File: src/logic/icache_params.svh
/*
 * Build-time sizing of the bypass fetch path.
 * FETCH_DW and LINE_WIDTH must be powers of two with LINE_WIDTH >= FETCH_DW.
 * ORDER_DEPTH bounds the refills in flight and must be at least 2.
 */
`ifndef ICACHE_PARAMS_SVH
`define ICACHE_PARAMS_SVH

// Number of independent fetch ports
`define ICACHE_NR_FETCH_PORTS 2

`define ICACHE_FETCH_AW 32
`define ICACHE_FETCH_DW 32

// Width of one refill line in bits
`define ICACHE_LINE_WIDTH 128

// Outstanding refills tracked by the scheduler
`define ICACHE_ORDER_DEPTH 4

`endif

File: src/logic/icache_pkg.sv
/*
 * Shared types of the bypass fetch path.
 * All widths come from icache_params.svh.
 */
`include "icache_params.svh"

package icache_pkg;

  // Byte-offset bits inside one line and inside one fetch word
  localparam int unsigned LINE_ALIGN  = $clog2(`ICACHE_LINE_WIDTH / 8);
  localparam int unsigned FETCH_ALIGN = $clog2(`ICACHE_FETCH_DW / 8);

  // Fetch address, byte granular
  typedef logic [`ICACHE_FETCH_AW-1:0] fetch_addr_t;

  // One instruction word as returned to a fetch port
  typedef logic [`ICACHE_FETCH_DW-1:0] fetch_data_t;

  // One refill line as delivered by the refill port
  typedef logic [`ICACHE_LINE_WIDTH-1:0] line_t;

  // One-hot port select, bit i stands for fetch port i
  typedef logic [`ICACHE_NR_FETCH_PORTS-1:0] port_sel_t;

endpackage

File: src/logic/fetch_port_if.sv
/*
 * Line request and response channel between one port controller and the scheduler.
 * Requests use valid/ready. Responses have no ready and last one cycle.
 */
interface fetch_port_if;
  import icache_pkg::*;

  // Request channel, address is already line aligned
  logic        req_valid;
  fetch_addr_t req_addr;
  logic        req_ready;

  // Response channel, one pulse per accepted request
  logic  rsp_valid;
  line_t rsp_line;
  logic  rsp_error;

  modport ctrl (
    output req_valid,
    output req_addr,
    input  req_ready,
    input  rsp_valid,
    input  rsp_line,
    input  rsp_error
  );

  modport sched (
    input  req_valid,
    input  req_addr,
    output req_ready,
    output rsp_valid,
    output rsp_line,
    output rsp_error
  );

endinterface

File: src/logic/fetch_port_ctrl.sv
/*
 * Uncached fetch of one port, one line refill per fetch.
 * The requester holds inst_addr_i and inst_valid_i until inst_ready_o,
 * which pulses one cycle after the line arrives.
 */
module fetch_port_ctrl (
  input  logic                    clk_i,
  input  logic                    arst_n_i,
  input  icache_pkg::fetch_addr_t inst_addr_i,
  input  logic                    inst_valid_i,
  output logic                    inst_ready_o,
  output icache_pkg::fetch_data_t inst_data_o,
  output logic                    inst_error_o,
  fetch_port_if.ctrl              port_o
);
  import icache_pkg::*;

  localparam int unsigned AddrW = $bits(fetch_addr_t);
  localparam int unsigned DataW = $bits(fetch_data_t);

  typedef enum logic [1:0] {
    Idle,
    RequestData,
    WaitResponse,
    PresentResponse
  } state_e;

  state_e state_d;
  state_e state_q;

  logic [LINE_ALIGN-1:0] byte_off;
  logic [LINE_ALIGN-1:0] word_sel;
  line_t                 line_shifted;

  // Request the whole line that holds the word
  assign port_o.req_addr  = {inst_addr_i[AddrW-1:LINE_ALIGN], {LINE_ALIGN{1'b0}}};
  assign port_o.req_valid = (state_q == RequestData);

  // Word index inside the line, zero when a line is a single word
  assign byte_off     = inst_addr_i[LINE_ALIGN-1:0];
  assign word_sel     = byte_off >> FETCH_ALIGN;
  assign line_shifted = port_o.rsp_line >> (word_sel * DataW);

  always_comb begin
    state_d = state_q;
    unique case (state_q)
      Idle: begin
        if (inst_valid_i) begin
          state_d = RequestData;
        end
      end
      RequestData: begin
        if (port_o.req_ready) begin
          state_d = WaitResponse;
        end
      end
      WaitResponse: begin
        if (port_o.rsp_valid) begin
          state_d = PresentResponse;
        end
      end
      // Word sits in the output register for exactly this cycle
      PresentResponse: begin
        state_d = Idle;
      end
      default: begin
        state_d = Idle;
      end
    endcase
  end

  always_ff @(posedge clk_i or negedge arst_n_i) begin
    if (!arst_n_i) begin
      state_q <= Idle;
    end else begin
      state_q <= state_d;
    end
  end

  always_ff @(posedge clk_i) begin
    if (state_q == WaitResponse && port_o.rsp_valid) begin
      inst_data_o  <= line_shifted[DataW-1:0];
      inst_error_o <= port_o.rsp_error;
    end
  end

  assign inst_ready_o = (state_q == PresentResponse);

  // Address is used live for both the request and the word select
  a_addr_stable : assert property (@(posedge clk_i) disable iff (!arst_n_i)
    (state_q != Idle) |-> $stable(inst_addr_i));

endmodule

File: src/logic/icache_bypass.sv
/*
 * Uncached instruction fetch with several ports sharing one line refill port.
 * Every fetch costs one full line refill and nothing is kept between fetches.
 * Refill responses must come back in request order and are always accepted.
 */
`include "icache_params.svh"

module icache_bypass (
  input  logic                                                   clk_i,
  input  logic                                                   arst_n_i,

  input  icache_pkg::fetch_addr_t [`ICACHE_NR_FETCH_PORTS-1:0]   inst_addr_i,
  input  logic                    [`ICACHE_NR_FETCH_PORTS-1:0]   inst_valid_i,
  output logic                    [`ICACHE_NR_FETCH_PORTS-1:0]   inst_ready_o,
  output icache_pkg::fetch_data_t [`ICACHE_NR_FETCH_PORTS-1:0]   inst_data_o,
  output logic                    [`ICACHE_NR_FETCH_PORTS-1:0]   inst_error_o,

  output icache_pkg::fetch_addr_t                                refill_req_addr_o,
  output logic                                                   refill_req_valid_o,
  input  logic                                                   refill_req_ready_i,

  input  icache_pkg::line_t                                      refill_rsp_line_i,
  input  logic                                                   refill_rsp_error_i,
  input  logic                                                   refill_rsp_valid_i
);

  // One request and response channel per fetch port
  fetch_port_if port_if [`ICACHE_NR_FETCH_PORTS] ();

  for (genvar i = 0; i < `ICACHE_NR_FETCH_PORTS; i++) begin : gen_port
    fetch_port_ctrl i_port_ctrl (
      .clk_i,
      .arst_n_i,
      .inst_addr_i  ( inst_addr_i[i]  ),
      .inst_valid_i ( inst_valid_i[i] ),
      .inst_ready_o ( inst_ready_o[i] ),
      .inst_data_o  ( inst_data_o[i]  ),
      .inst_error_o ( inst_error_o[i] ),
      .port_o       ( port_if[i]      )
    );
  end

  // Shared arbiter and response router in front of the refill port
  refill_scheduler i_scheduler (
    .clk_i,
    .arst_n_i,
    .ports_i            ( port_if            ),
    .refill_req_addr_o  ( refill_req_addr_o  ),
    .refill_req_valid_o ( refill_req_valid_o ),
    .refill_req_ready_i ( refill_req_ready_i ),
    .refill_rsp_line_i  ( refill_rsp_line_i  ),
    .refill_rsp_error_i ( refill_rsp_error_i ),
    .refill_rsp_valid_i ( refill_rsp_valid_i )
  );

endmodule

File: src/logic/order_fifo.sv
/*
 * Small FIFO of one-hot port selects, one entry per outstanding refill.
 * DEPTH may be any value of two or more. The user must not push when full
 * or pop when empty. Read data is the head entry, shown combinationally.
 */
module order_fifo #(
  parameter int unsigned DEPTH = 2
) (
  input  logic                  clk_i,
  input  logic                  arst_n_i,
  input  logic                  push_i,
  input  icache_pkg::port_sel_t data_i,
  output logic                  full_o,
  input  logic                  pop_i,
  output icache_pkg::port_sel_t data_o,
  output logic                  empty_o
);
  import icache_pkg::*;

  localparam int unsigned PtrW = $clog2(DEPTH);
  localparam int unsigned CntW = $clog2(DEPTH + 1);

  port_sel_t       mem_q [DEPTH];
  logic [PtrW-1:0] wr_ptr_q;
  logic [PtrW-1:0] rd_ptr_q;
  logic [CntW-1:0] count_q;

  assign full_o  = (count_q == CntW'(DEPTH));
  assign empty_o = (count_q == '0);
  assign data_o  = mem_q[rd_ptr_q];

  // Pointers wrap explicitly so that DEPTH need not be a power of two
  always_ff @(posedge clk_i or negedge arst_n_i) begin
    if (!arst_n_i) begin
      wr_ptr_q <= '0;
      rd_ptr_q <= '0;
      count_q  <= '0;
    end else begin
      if (push_i) begin
        wr_ptr_q <= (wr_ptr_q == PtrW'(DEPTH - 1)) ? '0 : wr_ptr_q + 1'b1;
      end
      if (pop_i) begin
        rd_ptr_q <= (rd_ptr_q == PtrW'(DEPTH - 1)) ? '0 : rd_ptr_q + 1'b1;
      end
      if (push_i && !pop_i) begin
        count_q <= count_q + 1'b1;
      end else if (pop_i && !push_i) begin
        count_q <= count_q - 1'b1;
      end
    end
  end

  always_ff @(posedge clk_i) begin
    if (push_i) begin
      mem_q[wr_ptr_q] <= data_i;
    end
  end

  a_no_push_full : assert property (@(posedge clk_i) disable iff (!arst_n_i)
    full_o |-> !push_i);
  a_no_pop_empty : assert property (@(posedge clk_i) disable iff (!arst_n_i)
    empty_o |-> !pop_i);

endmodule

File: src/logic/refill_scheduler.sv
/*
 * Round-robin arbitration of the port line requests onto one refill port.
 * Refill responses must return in request order and are always accepted.
 * At most ICACHE_ORDER_DEPTH refills are in flight.
 */
`include "icache_params.svh"

module refill_scheduler (
  input  logic                    clk_i,
  input  logic                    arst_n_i,
  fetch_port_if.sched             ports_i [`ICACHE_NR_FETCH_PORTS],
  output icache_pkg::fetch_addr_t refill_req_addr_o,
  output logic                    refill_req_valid_o,
  input  logic                    refill_req_ready_i,
  input  icache_pkg::line_t       refill_rsp_line_i,
  input  logic                    refill_rsp_error_i,
  input  logic                    refill_rsp_valid_i
);
  import icache_pkg::*;

  localparam int unsigned NrPorts = `ICACHE_NR_FETCH_PORTS;
  localparam int unsigned IdxW    = (NrPorts > 1) ? $clog2(NrPorts) : 1;

  fetch_addr_t [NrPorts-1:0] req_addr;
  port_sel_t                 req_valid;
  port_sel_t                 gnt_rr;
  port_sel_t                 gnt;
  port_sel_t                 gnt_q;
  port_sel_t                 head_sel;
  logic                      lock_q;
  logic [IdxW-1:0]           rr_q;
  logic [IdxW-1:0]           rr_d;
  logic [IdxW-1:0]           gnt_idx;
  logic                      req_ok;
  logic                      req_xfer;
  logic                      fifo_full;
  logic                      fifo_empty;

  // No new refill may start while every order slot is taken
  assign req_ok = ~fifo_full;

  for (genvar i = 0; i < NrPorts; i++) begin : gen_port
    assign req_valid[i]        = ports_i[i].req_valid & req_ok;
    assign req_addr[i]         = ports_i[i].req_addr;
    assign ports_i[i].req_ready = gnt[i] & refill_req_ready_i & req_ok;
    // Responses are broadcast and only the head owner sees a valid
    assign ports_i[i].rsp_valid = refill_rsp_valid_i & head_sel[i];
    assign ports_i[i].rsp_line  = refill_rsp_line_i;
    assign ports_i[i].rsp_error = refill_rsp_error_i;
  end

  // First requester at or after the priority pointer wins
  always_comb begin
    int unsigned idx;
    logic found;
    found  = 1'b0;
    gnt_rr = '0;
    for (int unsigned k = 0; k < NrPorts; k++) begin
      idx = (rr_q + k) % NrPorts;
      if (!found && req_valid[idx]) begin
        gnt_rr[idx] = 1'b1;
        found       = 1'b1;
      end
    end
  end

  // A stalled refill request keeps its grant
  assign gnt = lock_q ? gnt_q : gnt_rr;

  always_comb begin
    gnt_idx           = '0;
    refill_req_addr_o = '0;
    for (int unsigned i = 0; i < NrPorts; i++) begin
      if (gnt[i]) begin
        gnt_idx           = IdxW'(i);
        refill_req_addr_o = refill_req_addr_o | req_addr[i];
      end
    end
  end

  assign rr_d = (gnt_idx == IdxW'(NrPorts - 1)) ? '0 : gnt_idx + 1'b1;

  assign refill_req_valid_o = (|gnt) & req_ok;
  assign req_xfer           = refill_req_valid_o & refill_req_ready_i;

  always_ff @(posedge clk_i or negedge arst_n_i) begin
    if (!arst_n_i) begin
      lock_q <= 1'b0;
      gnt_q  <= '0;
      rr_q   <= '0;
    end else begin
      lock_q <= refill_req_valid_o & ~refill_req_ready_i;
      gnt_q  <= gnt;
      if (req_xfer) begin
        rr_q <= rr_d;
      end
    end
  end

  order_fifo #(
    .DEPTH ( `ICACHE_ORDER_DEPTH )
  ) i_order_fifo (
    .clk_i,
    .arst_n_i,
    .push_i  ( req_xfer           ),
    .data_i  ( gnt                ),
    .full_o  ( fifo_full          ),
    .pop_i   ( refill_rsp_valid_i ),
    .data_o  ( head_sel           ),
    .empty_o ( fifo_empty         )
  );

  a_gnt_onehot : assert property (@(posedge clk_i) disable iff (!arst_n_i)
    $onehot0(gnt));
  // Every response must belong to a refill that was issued earlier
  a_rsp_owned : assert property (@(posedge clk_i) disable iff (!arst_n_i)
    refill_rsp_valid_i |-> !fifo_empty);

endmodule

File: config.mk
export PLATFORM = sky130hd
export DESIGN_NAME = icache_bypass
export DESIGN_NICKNAME = d
export VERILOG_FILES = /design/src/logic/icache_pkg.sv /design/src/logic/fetch_port_if.sv /design/src/logic/fetch_port_ctrl.sv /design/src/logic/icache_bypass.sv /design/src/logic/order_fifo.sv /design/src/logic/refill_scheduler.sv
export VERILOG_INCLUDE_DIRS = /design/src /design/src/logic
export SDC_FILE = /design/constraint.sdc
export NUM_CORES = 1
export LEC_CHECK = 0
export BUFFER_PORTS_ARGS = -buffer_cell sky130_fd_sc_hd__buf_2
export CELL_PAD_IN_SITES_DETAIL_PLACEMENT = 1
export CELL_PAD_IN_SITES_GLOBAL_PLACEMENT = 1
export CORE_MARGIN = 3
export CORE_UTILIZATION = 37
export DETAILED_ROUTE_END_ITERATION = 10
export GPL_TIMING_DRIVEN = 0
export HOLD_SLACK_MARGIN = 0.12
export PLACE_DENSITY_LB_ADDON = 0.08
export SYNTH_ARGS = -nofsm -noshare
export SYNTH_HDL_FRONTEND = slang
export SYNTH_SLANG_ARGS = --single-unit
File: constraint.sdc
create_clock -name clk_i -period 3.77 [get_ports clk_i]
set_clock_uncertainty 0.2 [all_clocks]
set_input_delay 0.5655 -clock clk_i [delete_from_list [all_inputs] [get_ports clk_i]]
set_output_delay 0.5655 -clock clk_i [all_outputs]
set_load 0.02 [all_outputs]
; ---- Word-level counts from Yosys, hierarchy flattened
; Memories as Yosys holds them, arrays and structs flattened.
; Cells that the tools add are included.
[totals]
word_cells = 101
inputBits = 199
register_bits = 81
out_inout_bits = 101
memories = 1
mem_bits_rw = 8
[memory_table]
columns = name, depth, width, read_ports, rd_clocked_by_memory_dff, wr, line
row1 = i_scheduler.i_order_fifo.mem_q, 4, 2, 1, 0, 1, order_fifo.sv:23  ; port_sel_t mem_q [DEPTH];
[op_classes]
bitwise_logic = 15
addsub = 6
magnitude_cmp = 4
reduce_logical = 16
eq_ne = 15
mux = 30
n_shift = 2
[op_table]
columns = op, count
row1 = 128-bit by 7-bit right shift with 32-bit output, 2
row2 = 32-bit two-way mux, 2
row3 = 32-bit bitwise OR, 1
row4 = 2-bit two-way mux, 11
row5 = 2-bit one-hot mux with 4 select lines, 2
row6 = 2-bit equality test (second input constant), 6
row7 = 1-bit AND, 11
row8 = 1-bit two-way mux, 11
row9 = 2-bit inequality test (second input constant), 4
row10 = 1-bit logical AND, 7
row11 = 3-bit two-way mux, 2
row12 = 3-bit AND reduction, 2
row13 = 2-bit by 1-bit adder with 2-bit output (second input constant), 2
row14 = 2-bit by 1-bit equality test with 1-bit output (second input constant), 2
row15 = 2-bit logical NOT, 2
row16 = 1-bit by 2-bit less-than comparator with 1-bit output (second input constant), 2
row17 = 2-bit by 1-bit inequality test with 1-bit output (second input constant), 2
row18 = 3-bit by 1-bit adder with 3-bit output (second input constant), 1
row19 = 3-bit equality test (second input constant), 1
row20 = 1-bit logical NOT, 3
row21 = 3-bit by 1-bit subtractor with 3-bit output (second input constant), 1
row22 = 1-bit adder (second input constant), 2
row23 = 1-bit demux with 1-bit select, 2
row24 = 1-bit >= comparator (second input constant), 2
row25 = other kinds (4), 5

; ---- Logic depth before layout (Yosys ltp)
; Gate-level depths: netlist (run 1).
[depth]
word_depth = 17
depth_mapped = 10
ltp_nobuf = 10

; ---- Hierarchy
; Synthesis (run 1) repeated with hierarchy kept, for this count alone.
[unflattened]
cells_unflattened = 611
hier_area_um2 = 7616.1
[by_module_without_submodules]
columns = module, cells_per_inst, seq_area_each_um2, n_inst, area_each_um2
row1 = fetch_port_ctrl, 122, 1041.0, 2, 2183.3
row2 = refill_scheduler, 320, 100.1, 1, 2544.9
row3 = order_fifo, 47, 415.4, 1, 704.4

; ---- Worst setup path after synthesis (run 1)
; OpenSTA, ideal clock, no wires.
[synth_timing]
kind = register -> output
from = register i_scheduler.i_order_fifo.count_q[1]
to = output refill_req_addr_o[13]
n_path_buf = 3
path_slack_ns = 1.341
t_arrival_ns = 1.663
path_stages_with_launch = 7
required_time_ns = 3.004
path_cell_list = dfrtp_1 or3b_1 buf_2 a32o_1 buf_4 buf_6 a22o_1
[synth_between]
elab_chain_cells = 13
elab_cells_between_ends = 18
cone_classes = 1 x eq/ne / 10 x mux / 5 x bitwise / 2 x reduce/logical
[synth_rtl]
columns = element, line
row1 = from (decl), order_fifo.sv:26  ; logic [CntW-1:0] count_q;
row2 = from (signal assigned), order_fifo.sv:46  ; count_q <= count_q + 1'b1;
row3 = from (signal assigned), order_fifo.sv:48  ; count_q <= count_q - 1'b1;
row4 = 3-bit equality test *, order_fifo.sv:28  ; assign full_o = (count_q == CntW'(DEPTH));
row5 = 1-bit NOT *, refill_scheduler.sv:40  ; assign req_ok = ~fifo_full;
row6 = 1-bit AND, refill_scheduler.sv:43  ; assign req_valid[i] = ports_i[i].req_valid & req_ok;
row7 = 1-bit two-way mux (not written as such) (2 in a row), refill_scheduler.sv:60  ; if (!found && req_valid[idx]) begin
row8 = 1-bit two-way mux, refill_scheduler.sv:60
row9 = 1-bit logical NOT, refill_scheduler.sv:60
row10 = 1-bit logical AND, refill_scheduler.sv:60
row11 = 2-bit two-way mux *, refill_scheduler.sv:60
row12 = 2-bit two-way mux *, refill_scheduler.sv:68  ; assign gnt = lock_q ? gnt_q : gnt_rr;
row13 = 32-bit two-way mux, refill_scheduler.sv:74  ; if (gnt[i]) begin
row14 = 32-bit bitwise OR, refill_scheduler.sv:76  ; refill_req_addr_o = refill_req_addr_o | req_addr[i];
row15 = 32-bit two-way mux *, refill_scheduler.sv:74
row16 = to (decl), icache_bypass.sv:18  ; output icache_pkg::fetch_addr_t refill_req_addr_o,
; Mark *: on every way between the ends. The rest lies on a longest branch, timed or not. The select of a mux whose other input is x is not followed.

; ---- Final worst setup path (run 1)
[layout_timing]
from = register gen_port[0].i_port_ctrl.state_q[1]
to = output refill_req_addr_o[4]
[layout_between]
elab_chain_cells = 12
elab_cells_between_ends = 16
cone_classes = 1 x eq/ne / 10 x mux / 3 x bitwise / 2 x reduce/logical
[layout_rtl]
columns = element, line
row1 = from (decl), fetch_port_ctrl.sv:29  ; state_e state_q;
row2 = from (signal assigned), fetch_port_ctrl.sv:74  ; state_q <= Idle;
row3 = from (signal assigned), fetch_port_ctrl.sv:76  ; state_q <= state_d;
row4 = 2-bit by 1-bit equality test with 1-bit output *, fetch_port_ctrl.sv:37  ; assign port_o.req_valid = (state_q == RequestData);
row5 = 1-bit AND *, refill_scheduler.sv:43
row6 = 1-bit two-way mux (not written as such) (2 in a row), refill_scheduler.sv:60
row7 = 1-bit two-way mux, refill_scheduler.sv:60
row8 = 1-bit logical NOT, refill_scheduler.sv:60
row9 = 1-bit logical AND, refill_scheduler.sv:60
row10 = 2-bit two-way mux *, refill_scheduler.sv:60
row11 = 2-bit two-way mux *, refill_scheduler.sv:68
row12 = 32-bit two-way mux, refill_scheduler.sv:74
row13 = 32-bit bitwise OR, refill_scheduler.sv:76
row14 = 32-bit two-way mux *, refill_scheduler.sv:74
; Marked as above.

==> results of run 1 <==
-- logic make-up after synthesis --
logic type / share of synthesized area, %
DFF: 51.0
adders and majority gates: 3.83
muxes: 30.8
other: 0.0736
AOI/OAI and AO/OA: 7.27
and+or+nand+nor: 2.45
xor gates and xnor gates: 0.516
buffers and inverters: 4.12
-- registers in the layout (all words and copies together), names as in the netlist, 2 cells and up --
register and flops:
gen_port.i_port_ctrl.state_q 4, gen_port.i_port_ctrl.inst_data_o 64, gen_port.i_port_ctrl.inst_error_o 2, i_scheduler.i_order_fifo.wr_ptr_q 2, i_scheduler.i_order_fifo.count_q 3, i_scheduler.i_order_fifo.rd_ptr_q 2, i_scheduler.gnt_q 2, i_scheduler.i_order_fifo.mem_q 8
-- how the worst max path moves through the flow --
stage,start,endpoint,slack (ps)
final,gen_port[0].i_port_ctrl.state_q[1],refill_req_addr_o[4],590
after global routing,gen_port[0].i_port_ctrl.state_q[1],refill_req_addr_o[4],410
after CTS,gen_port[0].i_port_ctrl.state_q[1],refill_req_addr_o[4],560
after detailed placement,gen_port[0].i_port_ctrl.state_q[1],refill_req_addr_o[4],940
after global placement,i_scheduler.i_order_fifo.rd_ptr_q[0],gen_port[1].i_port_ctrl.inst_data_o[17],840
after floorplan,i_scheduler.i_order_fifo.count_q[1],refill_req_addr_o[13],1340
-- repair_timing --
action	in CTS	in global routing
hold buffers	1	0
endpoints found under the hold margin	15	0
resized for setup	0	0
-- per-stage QoR --
stage,hold slack [ps],instances,worst slack [ps],util [%],total power [uW]
6_report,235,778,591,53.8,4410
5_1_grt,227,777,408,53.8,4690
4_1_cts,232,775,561,53.7,4480
3_5_place_dp,263,758,945,51.1,3430
3_3_place_gp,251,756,841,50.8,3330
2_1_floorplan,69.9,291,1340,-,2760
-- metal layers --
| metal | vias up | track usage [%] |
|---|---|---|
| li1 | 1825 | - |
| met1 | 2032 | 21.0 |
| met2 | 200 | 41.5 |
| met3 | 20 | 6.04 |
| met4 | 0 | 7.34 |
| met5 | - | 0 |
-- report_power, final --
part | internal [uW] | switching, uW | total [uW]
logic | 845 | 1100 | 1940
registers | 1330 | 106 | 1430
clock network | 648 | 384 | 1030
-- cells in the mapped netlist, types with 4 or more instances --
cell and n:
edfxtp_1 74, clkbuf_1 8, mux4_2 65, a22o_1 28, dfrtp_1 15, and2_1 4, buf_4 9, mux2_2 7
inv_1 10, ha_1 14, buf_2 9, nand2_1 6, nor2_1 5
-- layout make-up --
| cell class | count | area [um^2] |
|---|---|---|
| Clock inverter | 7 | 119 |
| Fill cell | 1437 | 6170 |
| Clock buffer | 9 | 225 |
| Tap cell | 176 | 220 |
| Inverter | 10 | 37.5 |
| Multi-Input combinational cell | 162 | 2300 |
| Antenna cell | 3 | 7.51 |
| Timing Repair Buffer | 292 | 1500 |
| Buffer | 30 | 173 |
| Sequential cell | 89 | 2600 |
==> out/qor.yml, run 1 <==
worst_setup_path:
  crit_fanout: 10
  rr_startpoint: "gen_port[1].i_port_ctrl.state_q[1]"
  crit_slowest_cell: "dfrtp_1"
  arrival_ps: 2410
  timing.reg2reg.setup_slack_ps: 1040
  crit_family: "buffers and inverters"
  worst_setup_path_end_kind: "output pin"
  cp.required_ps: 3000
  max_stage_delay_ps: 410
  start_kind: "register"
  path_class: "register to output pin"
  critPathBufInv: 3
  crit_chain: "inv_1 -> ha_1 -> nor2b_1 -> a32o_1 -> clkbuf_1 -> a22o_1 -> buf_2"
  rr_worst_depth: 10
  cp.depth: 7
  worstReg2RegEnd: "i_scheduler.i_order_fifo.count_q[2]"
grt:
  track_usage_pct: 21.2
  grt_pass1_vias: 4563
  antenna_found_initial: 2
  grt_pass1_wl_mm: 23.7
  grt_max_degree: 29
  overflow: 0
clock_tree:
  clock_latency_ps: 340
  clk_path_buf_depth: 2
  postCtsSetupBuffers: 0
  cts_tree: "yes"
  htree_levels: 3
  cts_buffers: 9
  clkTransAtPathRegs_ps: 60
  root_buffer: "clkbuf_16"
  numClockSinks: 89
die:
  dieWidth_um: 123
  row_count: 42
  die_area_mm2: 0.0152
  io_pins: 300
  start_util_pct: 38.2
  fp.dieH_um: 123
  core-area_mm2: 0.0133
pwr:
  ir_drop_mv: 0.209
  p_leak_uw: 0.00316
  powerDensity_mw_per_mm2: 614
worst_hold_path:
  holdPathStages: 1
  worst_hold_path_type: "primary input to register"
  holdPathEnd: "gen_port[0].i_port_ctrl.inst_error_o"
  hp-start: "refill_rsp_error_i"
finish:
  fin_area_mm2: 0.00718
  area_delta_synth_final_pct: 40.8
  final_common_cell: "buf_2"
  layout.nets: 808
  layout-drive-gt1-share_pct: 66.9
  mostFrequentLayoutCells: "buf_2 (298), edfxtp_1 (74), mux4_2 (65)"
logic_synthesis:
  ys_seq_area_share_pct: 51.0
  ys.flop_type: "edfxtp_1"
  synth-async-reset-ratio_pct: 16.9
  synth_top_area_cell: "edfxtp_1"
  synth_edf_count: 74
  ys_seq_elements: 89
  ys_top_cells_by_area: "edfxtp_1 (44%), mux4_2 (29%), dfrtp_1 (7.4%)"
  netlist-cell-type-count: 33
  syn-mean-instance-area_um2: 17.7
  ys_warn_count: 0
  syn-cell-area_mm2: 0.00510
  syn-instance-count: 288
  synth_top_area_share_pct: 43.6
drt:
  drc_errors: 0
  drt_iter0_markers: 113
  drt-met1-wl_mm: 5.33
  top_layer: "met4"
  wirelength_mm: 16.5
  dr_wl_met3_mm: 1.42
  wl_met2_mm: 9.47
  vias_per_cell: 5.24
  vias: 4077
  wl_per_cell_um: 21.3
  detail-route-antenna-nets: 0
  dr.pass1.iters: 4
sta:
  setup_violations: 0
  relSlewSlack_pct: 49.1
  tightest_slew_ps: 763
  setup_tns_ps: 0
  period_needed_ps: 3180
  slew_viol_final: 0
  fmax_mhz: 315
  rsz0062_at_grt: "false"
  timing.final.hold_violations: 0
  period_share_pct: 84.3
place:
  dpl_cell_area_mm2: 0.00682
  place.gp.congestion: 0.775
  hpwlAfterDp_mm: 13.4
  port_buffers: 289
flow_run:
  maxCapViolCount: 0
status:
  status: "finished, final reports clean"
(Power assumes the default switching activity.)
==> run 2, diff against run 1 <==
--- a/config.mk
+++ b/config.mk
@@ -10,7 +10,7 @@
 export CELL_PAD_IN_SITES_DETAIL_PLACEMENT = 1
 export CELL_PAD_IN_SITES_GLOBAL_PLACEMENT = 1
 export CORE_MARGIN = 3
-export CORE_UTILIZATION = 37
+export CORE_UTILIZATION = 34
 export DETAILED_ROUTE_END_ITERATION = 10
 export GPL_TIMING_DRIVEN = 0
 export HOLD_SLACK_MARGIN = 0.12
==> constraint.sdc (replaced) <==
create_clock -name clk_i -period 3.23 [get_ports clk_i]
set_clock_uncertainty 0.2 [all_clocks]
set_input_delay 0.4845 -clock clk_i [delete_from_list [all_inputs] [get_ports clk_i]]
set_output_delay 0.4845 -clock clk_i [all_outputs]
set_load 0.02 [all_outputs]
==> run 2 against run 1 <==
Cell count is 0.90% higher. Utilization is 4.9 points lower. Clock power hardly changed. Via count is 0.83% lower. Sequential share of layout area is 0.25 points higher. Count of clock-buffer cells in the layout is 2 higher. Combinational power is 16% higher. Sequential power is 17% higher. Power is 12% higher.
==> out/qor.yml, run 2 (synthesis results as in run 1) <==
status:
  status: "finished, final reports clean"
die:
  die_area_mm2: 0.0165  # +8.4%
  io_pins: 300  # unchanged
  core-area_mm2: 0.0146  # +9.3%
  start_util_pct: 34.9  # -3.2 points
  dieWidth_um: 128  # +4.1%
  row_count: 44  # +4.8%
  fp.dieH_um: 128  # +4.1%
worst_setup_path:
  worst_setup_path_end_kind: "output pin"
  crit_fanout: 10  # unchanged
  start_kind: "register"
  arrival_ps: 2310  # -100 ps
  path_class: "register to output pin"
  rr_startpoint: "gen_port[1].i_port_ctrl.state_q[1]"
  cp-startpoint: "gen_port[0].i_port_ctrl.state_q[1]"
  cp.required_ps: 2550  # -450 ps
clock_tree:
  clk_path_buf_depth: 2  # unchanged
  cts_buffers: 9  # unchanged
  clock_latency_ps: 340  # about the same
  clkTransAtPathRegs_ps: 60  # about the same
  postCtsSetupBuffers: 0  # unchanged
  cts_tree: "yes"
  numClockSinks: 89  # unchanged
  root_buffer: "clkbuf_16"
  htree_levels: 3  # unchanged
grt:
  grt_pass1_wl_mm: 23.3  # -1.7%
  track_usage_pct: 18.8  # -2.4 points
  overflow: 0  # unchanged
  grt_max_degree: 23  # -21%
  antenna_found_initial: 2  # unchanged
  grt_pass1_vias: 4418  # -3.2%
place:
  place.gp.congestion: 0.814  # +5.1%
  placed_cells: 766  # +1.1%
  port_buffers: 289  # unchanged
  hpwlAfterDp_mm: 13.1  # -2.4%
  dp_slack_ps: 471  # -474 ps
sta:
  slew_viol_final: 0  # unchanged
  tightest_slew_ps: 774  # +11.5 ps
  setup_tns_ps: 0  # unchanged
  fmax_mhz: 334
  relSlewSlack_pct: 48.4  # -0.76 points
  timing.final.hold_violations: 0  # unchanged
  setup_ws_ps: 233  # -358 ps
  period_needed_ps: 3000
  rsz0062_at_grt: "false"
  period_share_pct: 92.8
  setup_violations: 0  # unchanged
drt:
  detail-route-antenna-nets: 0  # unchanged
  vias: 4043  # -0.83%
  dr.pass1.iters: 4  # unchanged
  wirelength_mm: 15.9  # -4.0%
  drt_iter0_markers: 150  # +33%
  drc_errors: 0  # unchanged
  vias_per_cell: 5.15  # -1.7%
  wl_per_cell_um: 20.2  # -4.9%
finish:
  fin_cells: 785  # +0.90%
  area_delta_synth_final_pct: 39.9
  final_common_cell: "buf_2"
  mostFrequentLayoutCells: "buf_2 (298), edfxtp_1 (74), mux4_2 (65)"
  top_regs: "gen_port.i_port_ctrl.inst_data_o: 64 flops, i_scheduler.i_order_fifo.mem_q: 8 flops, gen_port.i_port_ctrl.state_q: 4 flops"
  layout.nets: 809  # +0.12%
  layout-drive-gt1-share_pct: 66.2  # -0.78 points
  largest_reg_flops: 64  # unchanged
  top_register: "gen_port.i_port_ctrl.inst_data_o"
  post-route-util_pct: 48.9  # -4.9 points
worst_hold_path:
  hp-start: "refill_req_ready_i"
  worst_hold_path_type: "primary input to register"
pwr:
  powerDensity_mw_per_mm2: 692  # +13%
  p_leak_uw: 0.00314  # -0.57%
  ir_drop_mv: 0.288  # +38%
  finalPower_uw: 4940  # +12%
flow_run:
  maxCapViolCount: 0  # unchanged
==> run 2: cell types whose count changed in the layout (fill, tap and decap cells not counted), sizes merged <==
cell | before | now
bufinv | 3 | 1
clkbuf | 17 | 19
clkinv | 2 | 4
clkinvlp | 2 | 0
diode | 3 | 1
dlygate4sd3 | 1 | 2
==> run 2: path summary, 6_finish.rpt <==
kind,to,slack [ps],cells past startpoint
setup / recovery,refill_req_addr_o[17],230,7
hold / removal,i_scheduler.lock_q,180,2
setup reg to reg,i_scheduler.i_order_fifo.count_q[2],500,10
hold reg to reg,i_scheduler.i_order_fifo.count_q[2],280,1
max in group asynchronous,i_scheduler.i_order_fifo.wr_ptr_q[0],2150,2
min in group asynchronous,gen_port[1].i_port_ctrl.state_q[1],400,2
==> run 2: what timing repair did <==
item | 4_1_cts | 5_1_grt
endpoints found under the hold margin | 17 | 0
endpoints found under the setup margin | 0 | 9
hold buffers | 2 | 0
resized for setup | 0 | 2
==> run 2: area by class of cell <==
cell class / instances / area [um^2]
fill: 1549 / 7460
sequential: 89 / 2600
multi-input combinational: 162 / 2300
timing repair buffer: 293 / 1510
clock buffer: 11 / 233
tap: 184 / 230
buffer: 30 / 174
clock inverter: 5 / 46.3
inverter: 10 / 37.5
antenna: 1 / 2.50
==> run 2: metal layers <==
layer  routed length, um  GRT usage, %
met5                  13             0
met4                 360          6.87
met3                1530          5.65
met2                8700          35.6
met1                5270          19.4
==> run 2: critical path, cell delays in order, from the launching register on <==
cell	delay, ps
dfrtp_1	410
inv_1	100
ha_1	250
nor2b_1	200
a32o_1	250
clkbuf_1	370
a22o_1	220
buf_2	170
==> run 2: through the flow <==
step	hold slack, ps	area, um^2
2_1_floorplan	-11.1	5110
3_3_place_gp	221	6790
3_5_place_dp	223	6830
4_1_cts	168	7130
5_1_grt	189	7130
6_report	183	7130
==> run 2: power breakdown <==
| part | switching, uW | total, uW | leakage (uW) | internal (uW) |
|---|---|---|---|---|
| clock network | 412 | 1000 | 0.000136 | 591 |
| registers | 122 | 1670 | 0.000856 | 1550 |
| logic | 1270 | 2260 | 0.00215 | 989 |
| total | 1810 | 4940 | 0.00314 | 3130 |
==> run 3, diff against run 2 <==
--- a/config.mk
+++ b/config.mk
@@ -7,7 +7,7 @@
 export NUM_CORES = 1
 export LEC_CHECK = 0
 export BUFFER_PORTS_ARGS = -buffer_cell sky130_fd_sc_hd__buf_2
-export CELL_PAD_IN_SITES_DETAIL_PLACEMENT = 1
+export CELL_PAD_IN_SITES_DETAIL_PLACEMENT = 0
 export CELL_PAD_IN_SITES_GLOBAL_PLACEMENT = 1
 export CORE_MARGIN = 3
 export CORE_UTILIZATION = 34
@@ -15,6 +15,7 @@
 export GPL_TIMING_DRIVEN = 0
 export HOLD_SLACK_MARGIN = 0.12
 export PLACE_DENSITY_LB_ADDON = 0.08
+export SLEW_MARGIN = 30
 export SYNTH_ARGS = -nofsm -noshare
 export SYNTH_HDL_FRONTEND = slang
 export SYNTH_SLANG_ARGS = --single-unit
==> run 3 against run 2 <==
Sequential power barely moved. Global-route usage fell by 1.4 points. Final area rose by 0.23%. Register-to-register slack improved by 50 ps. First-iteration DRC count fell by 19%.
==> out/qor.yml, run 3 (synthesis results as in run 1) <==
sta:
  fmax_mhz: 336  # +0.63%
  tightest_slew_ps: 732  # -42.7 ps
  setup_violations: 0  # unchanged
  slew_viol_final: 0  # unchanged
  rsz0062_at_grt: "false"
  timing.final.hold_violations: 0  # unchanged
  setup_tns_ps: 0  # unchanged
  period_share_pct: 92.2  # -0.58 points
  relSlewSlack_pct: 51.2  # +2.8 points
  timing.hold.ws_ps: 147  # -36.1 ps
  period_needed_ps: 2980  # -18.9 ps
finish:
  area_delta_synth_final_pct: 40.2
  fin_area_mm2: 0.00715  # +0.23%
  fillerInstances: 1326  # -14%
  mostFrequentLayoutCells: "buf_2 (298), edfxtp_1 (74), mux4_2 (65)"
  largest_reg_flops: 64  # unchanged
  final_common_cell: "buf_2"
  top_regs: "gen_port.i_port_ctrl.inst_data_o: 64 flops, i_scheduler.i_order_fifo.mem_q: 8 flops, gen_port.i_port_ctrl.state_q: 4 flops"
  post-route-util_pct: 49.0  # +0.11 points
  top_register: "gen_port.i_port_ctrl.inst_data_o"
  layout.nets: 808  # -0.12%
  layout-drive-gt1-share_pct: 66.6  # +0.44 points
clock_tree:
  postCtsSetupBuffers: 0  # unchanged
  cts_tree: "yes"
  root_buffer: "clkbuf_16"
  clkTransAtPathRegs_ps: 60  # about the same
  clock_latency_ps: 330  # about the same
  cts_buffers: 9  # unchanged
  htree_levels: 3  # unchanged
  numClockSinks: 89  # unchanged
  clk_path_buf_depth: 2  # unchanged
grt:
  antenna_found_initial: 1  # -1
  grt_pass1_vias: 4082  # -7.6%
  track_usage_pct: 17.3  # -1.4 points
  grtUsageMet3_pct: 6.39  # +0.75 points
  grt_max_degree: 23  # unchanged
  grt_pass1_wl_mm: 21.5  # -7.7%
  use_met1_pct: 18.6  # -0.83 points
  gr-usage-met2_pct: 31.6  # -4.0 points
  top_usage_layer: "met2"
  overflow: 0  # unchanged
pwr:
  p_leak_uw: 0.00315  # +0.32%
  p_clk_share_pct: 21.1  # +0.8 points
  internal_power_uw: 3170  # +1.4%
  switching_share_pct: 36.0  # -0.61 points
  p_sw_uw: 1790  # -1.3%
  ir_drop_mv: 0.241  # -16%
  seq_power_share_pct: 33.6  # -0.2 points
  finalPower_uw: 4960  # +0.40%
  powerDensity_mw_per_mm2: 694  # +0.17%
  p_comb_share_pct: 45.3  # -0.6 points
worst_setup_path:
  path_class: "register to output pin"
  cp.required_ps: 2550  # about the same
  start_kind: "register"
  worst_setup_path_end_kind: "output pin"
  crit_fanout: 10  # unchanged
  arrival_ps: 2290  # -20 ps
die:
  fp.dieH_um: 128  # unchanged
  core-area_mm2: 0.0146  # unchanged
  dieWidth_um: 128  # unchanged
  die_area_mm2: 0.0165  # unchanged
  start_util_pct: 34.9  # unchanged
  row_count: 44  # unchanged
  io_pins: 300  # unchanged
place:
  port_buffers: 289  # unchanged
  hpwlAfterDp_mm: 12.1  # -7.4%
  place.gp.congestion: 0.814  # unchanged
  dpl_cell_area_mm2: 0.00683  # unchanged
worst_hold_path:
  worst_hold_path_type: "primary input to register"
drt:
  drc_errors: 0  # unchanged
  drt_iter0_markers: 121  # -19%
  detail-route-antenna-nets: 0  # unchanged
  vias: 3982  # -1.5%
  dr.pass1.iters: 4  # unchanged
  wirelength_mm: 14.9  # -6.3%
  vias_per_cell: 5.08  # -1.4%
  wl_per_cell_um: 19.0  # -6.2%
flow_run:
  maxCapViolCount: 0  # unchanged
status:
  status: "finished, final reports clean"
run 3: cell count changes in the layout (fill, tap and decap cells not counted):
cell and delta:
dlygate4sd3_1 -1, clkinv_1 -3, clkbuf_16 +2, bufinv_16 -1, clkbuf_8 +1, clkbuf_1 +1
run 3: power by group through the flow:
stage	clock (uW)	combinational (uW)	sequential [uW]
after global placement	0	2210	1690
after CTS	1070	2280	1670
after global routing	1120	2460	1700
after floorplan	0	1400	1810
final	1050	2240	1660
after detailed placement	0	2280	1690
run 3: final timing paths:
path | from | endpoint | slack (ps) | cells past startpoint
max reg2reg | gen_port[1].i_port_ctrl.state_q[1] | i_scheduler.i_order_fifo.count_q[2] | 550 | 10
max | gen_port[0].i_port_ctrl.state_q[1] | refill_req_addr_o[17] | 250 | 7
min | refill_rsp_error_i | gen_port[1].i_port_ctrl.inst_error_o | 150 | 1
min reg2reg | i_scheduler.i_order_fifo.count_q[2] | i_scheduler.i_order_fifo.count_q[2] | 270 | 1
min in group asynchronous | arst_n_i | gen_port[1].i_port_ctrl.state_q[0] | 390 | 2
max in group asynchronous | arst_n_i | i_scheduler.i_order_fifo.wr_ptr_q[0] | 2180 | 2
run 3: worst max-delay path, stage by stage (launching register included):
cell	delay [ps]
dfrtp_1	410
inv_1	100
ha_1	250
nor2b_1	210
a32o_1	250
clkbuf_1	370
a22o_1	210
buf_2	170
run 3: layout make-up:
| type | count | area [um^2] | area share (%) |
|---|---|---|---|
| Multi-Input combinational cell | 162 | 2300 | 32.2 |
| Tap cell | 184 | 230 | 3.22 |
| Inverter | 10 | 37.5 | 0.525 |
| Antenna cell | 1 | 2.50 | 0.0350 |
| Clock buffer | 15 | 300 | 4.20 |
| Clock inverter | 1 | 5.00 | 0.0700 |
| Buffer | 30 | 174 | 2.43 |
| Sequential cell | 89 | 2600 | 36.3 |
| Timing Repair Buffer | 292 | 1500 | 20.9 |
run 3: per-stage QoR:
step,std cells,setup WS [ps]
after detailed placement,766,507
final,784,251
after floorplan,291,882
after global routing,784,91.0
after CTS,783,137
after global placement,764,306
run 3: timing repair:
action,in CTS,in global routing
hold buffers,1,0
gates resized for setup,0,2
endpoints found under the setup margin,0,9
hold endpoints to repair,15,0
run 3: layer usage:
layer / share of wire, % / routed length [um] / vias up
met1: 33 / 4930 / 1913
met5: 0 / 0 / -
met3: 11 / 1680 / 17
li1: - / - / 1829
met2: 53 / 7910 / 223
met4: 2.2 / 334 / 0
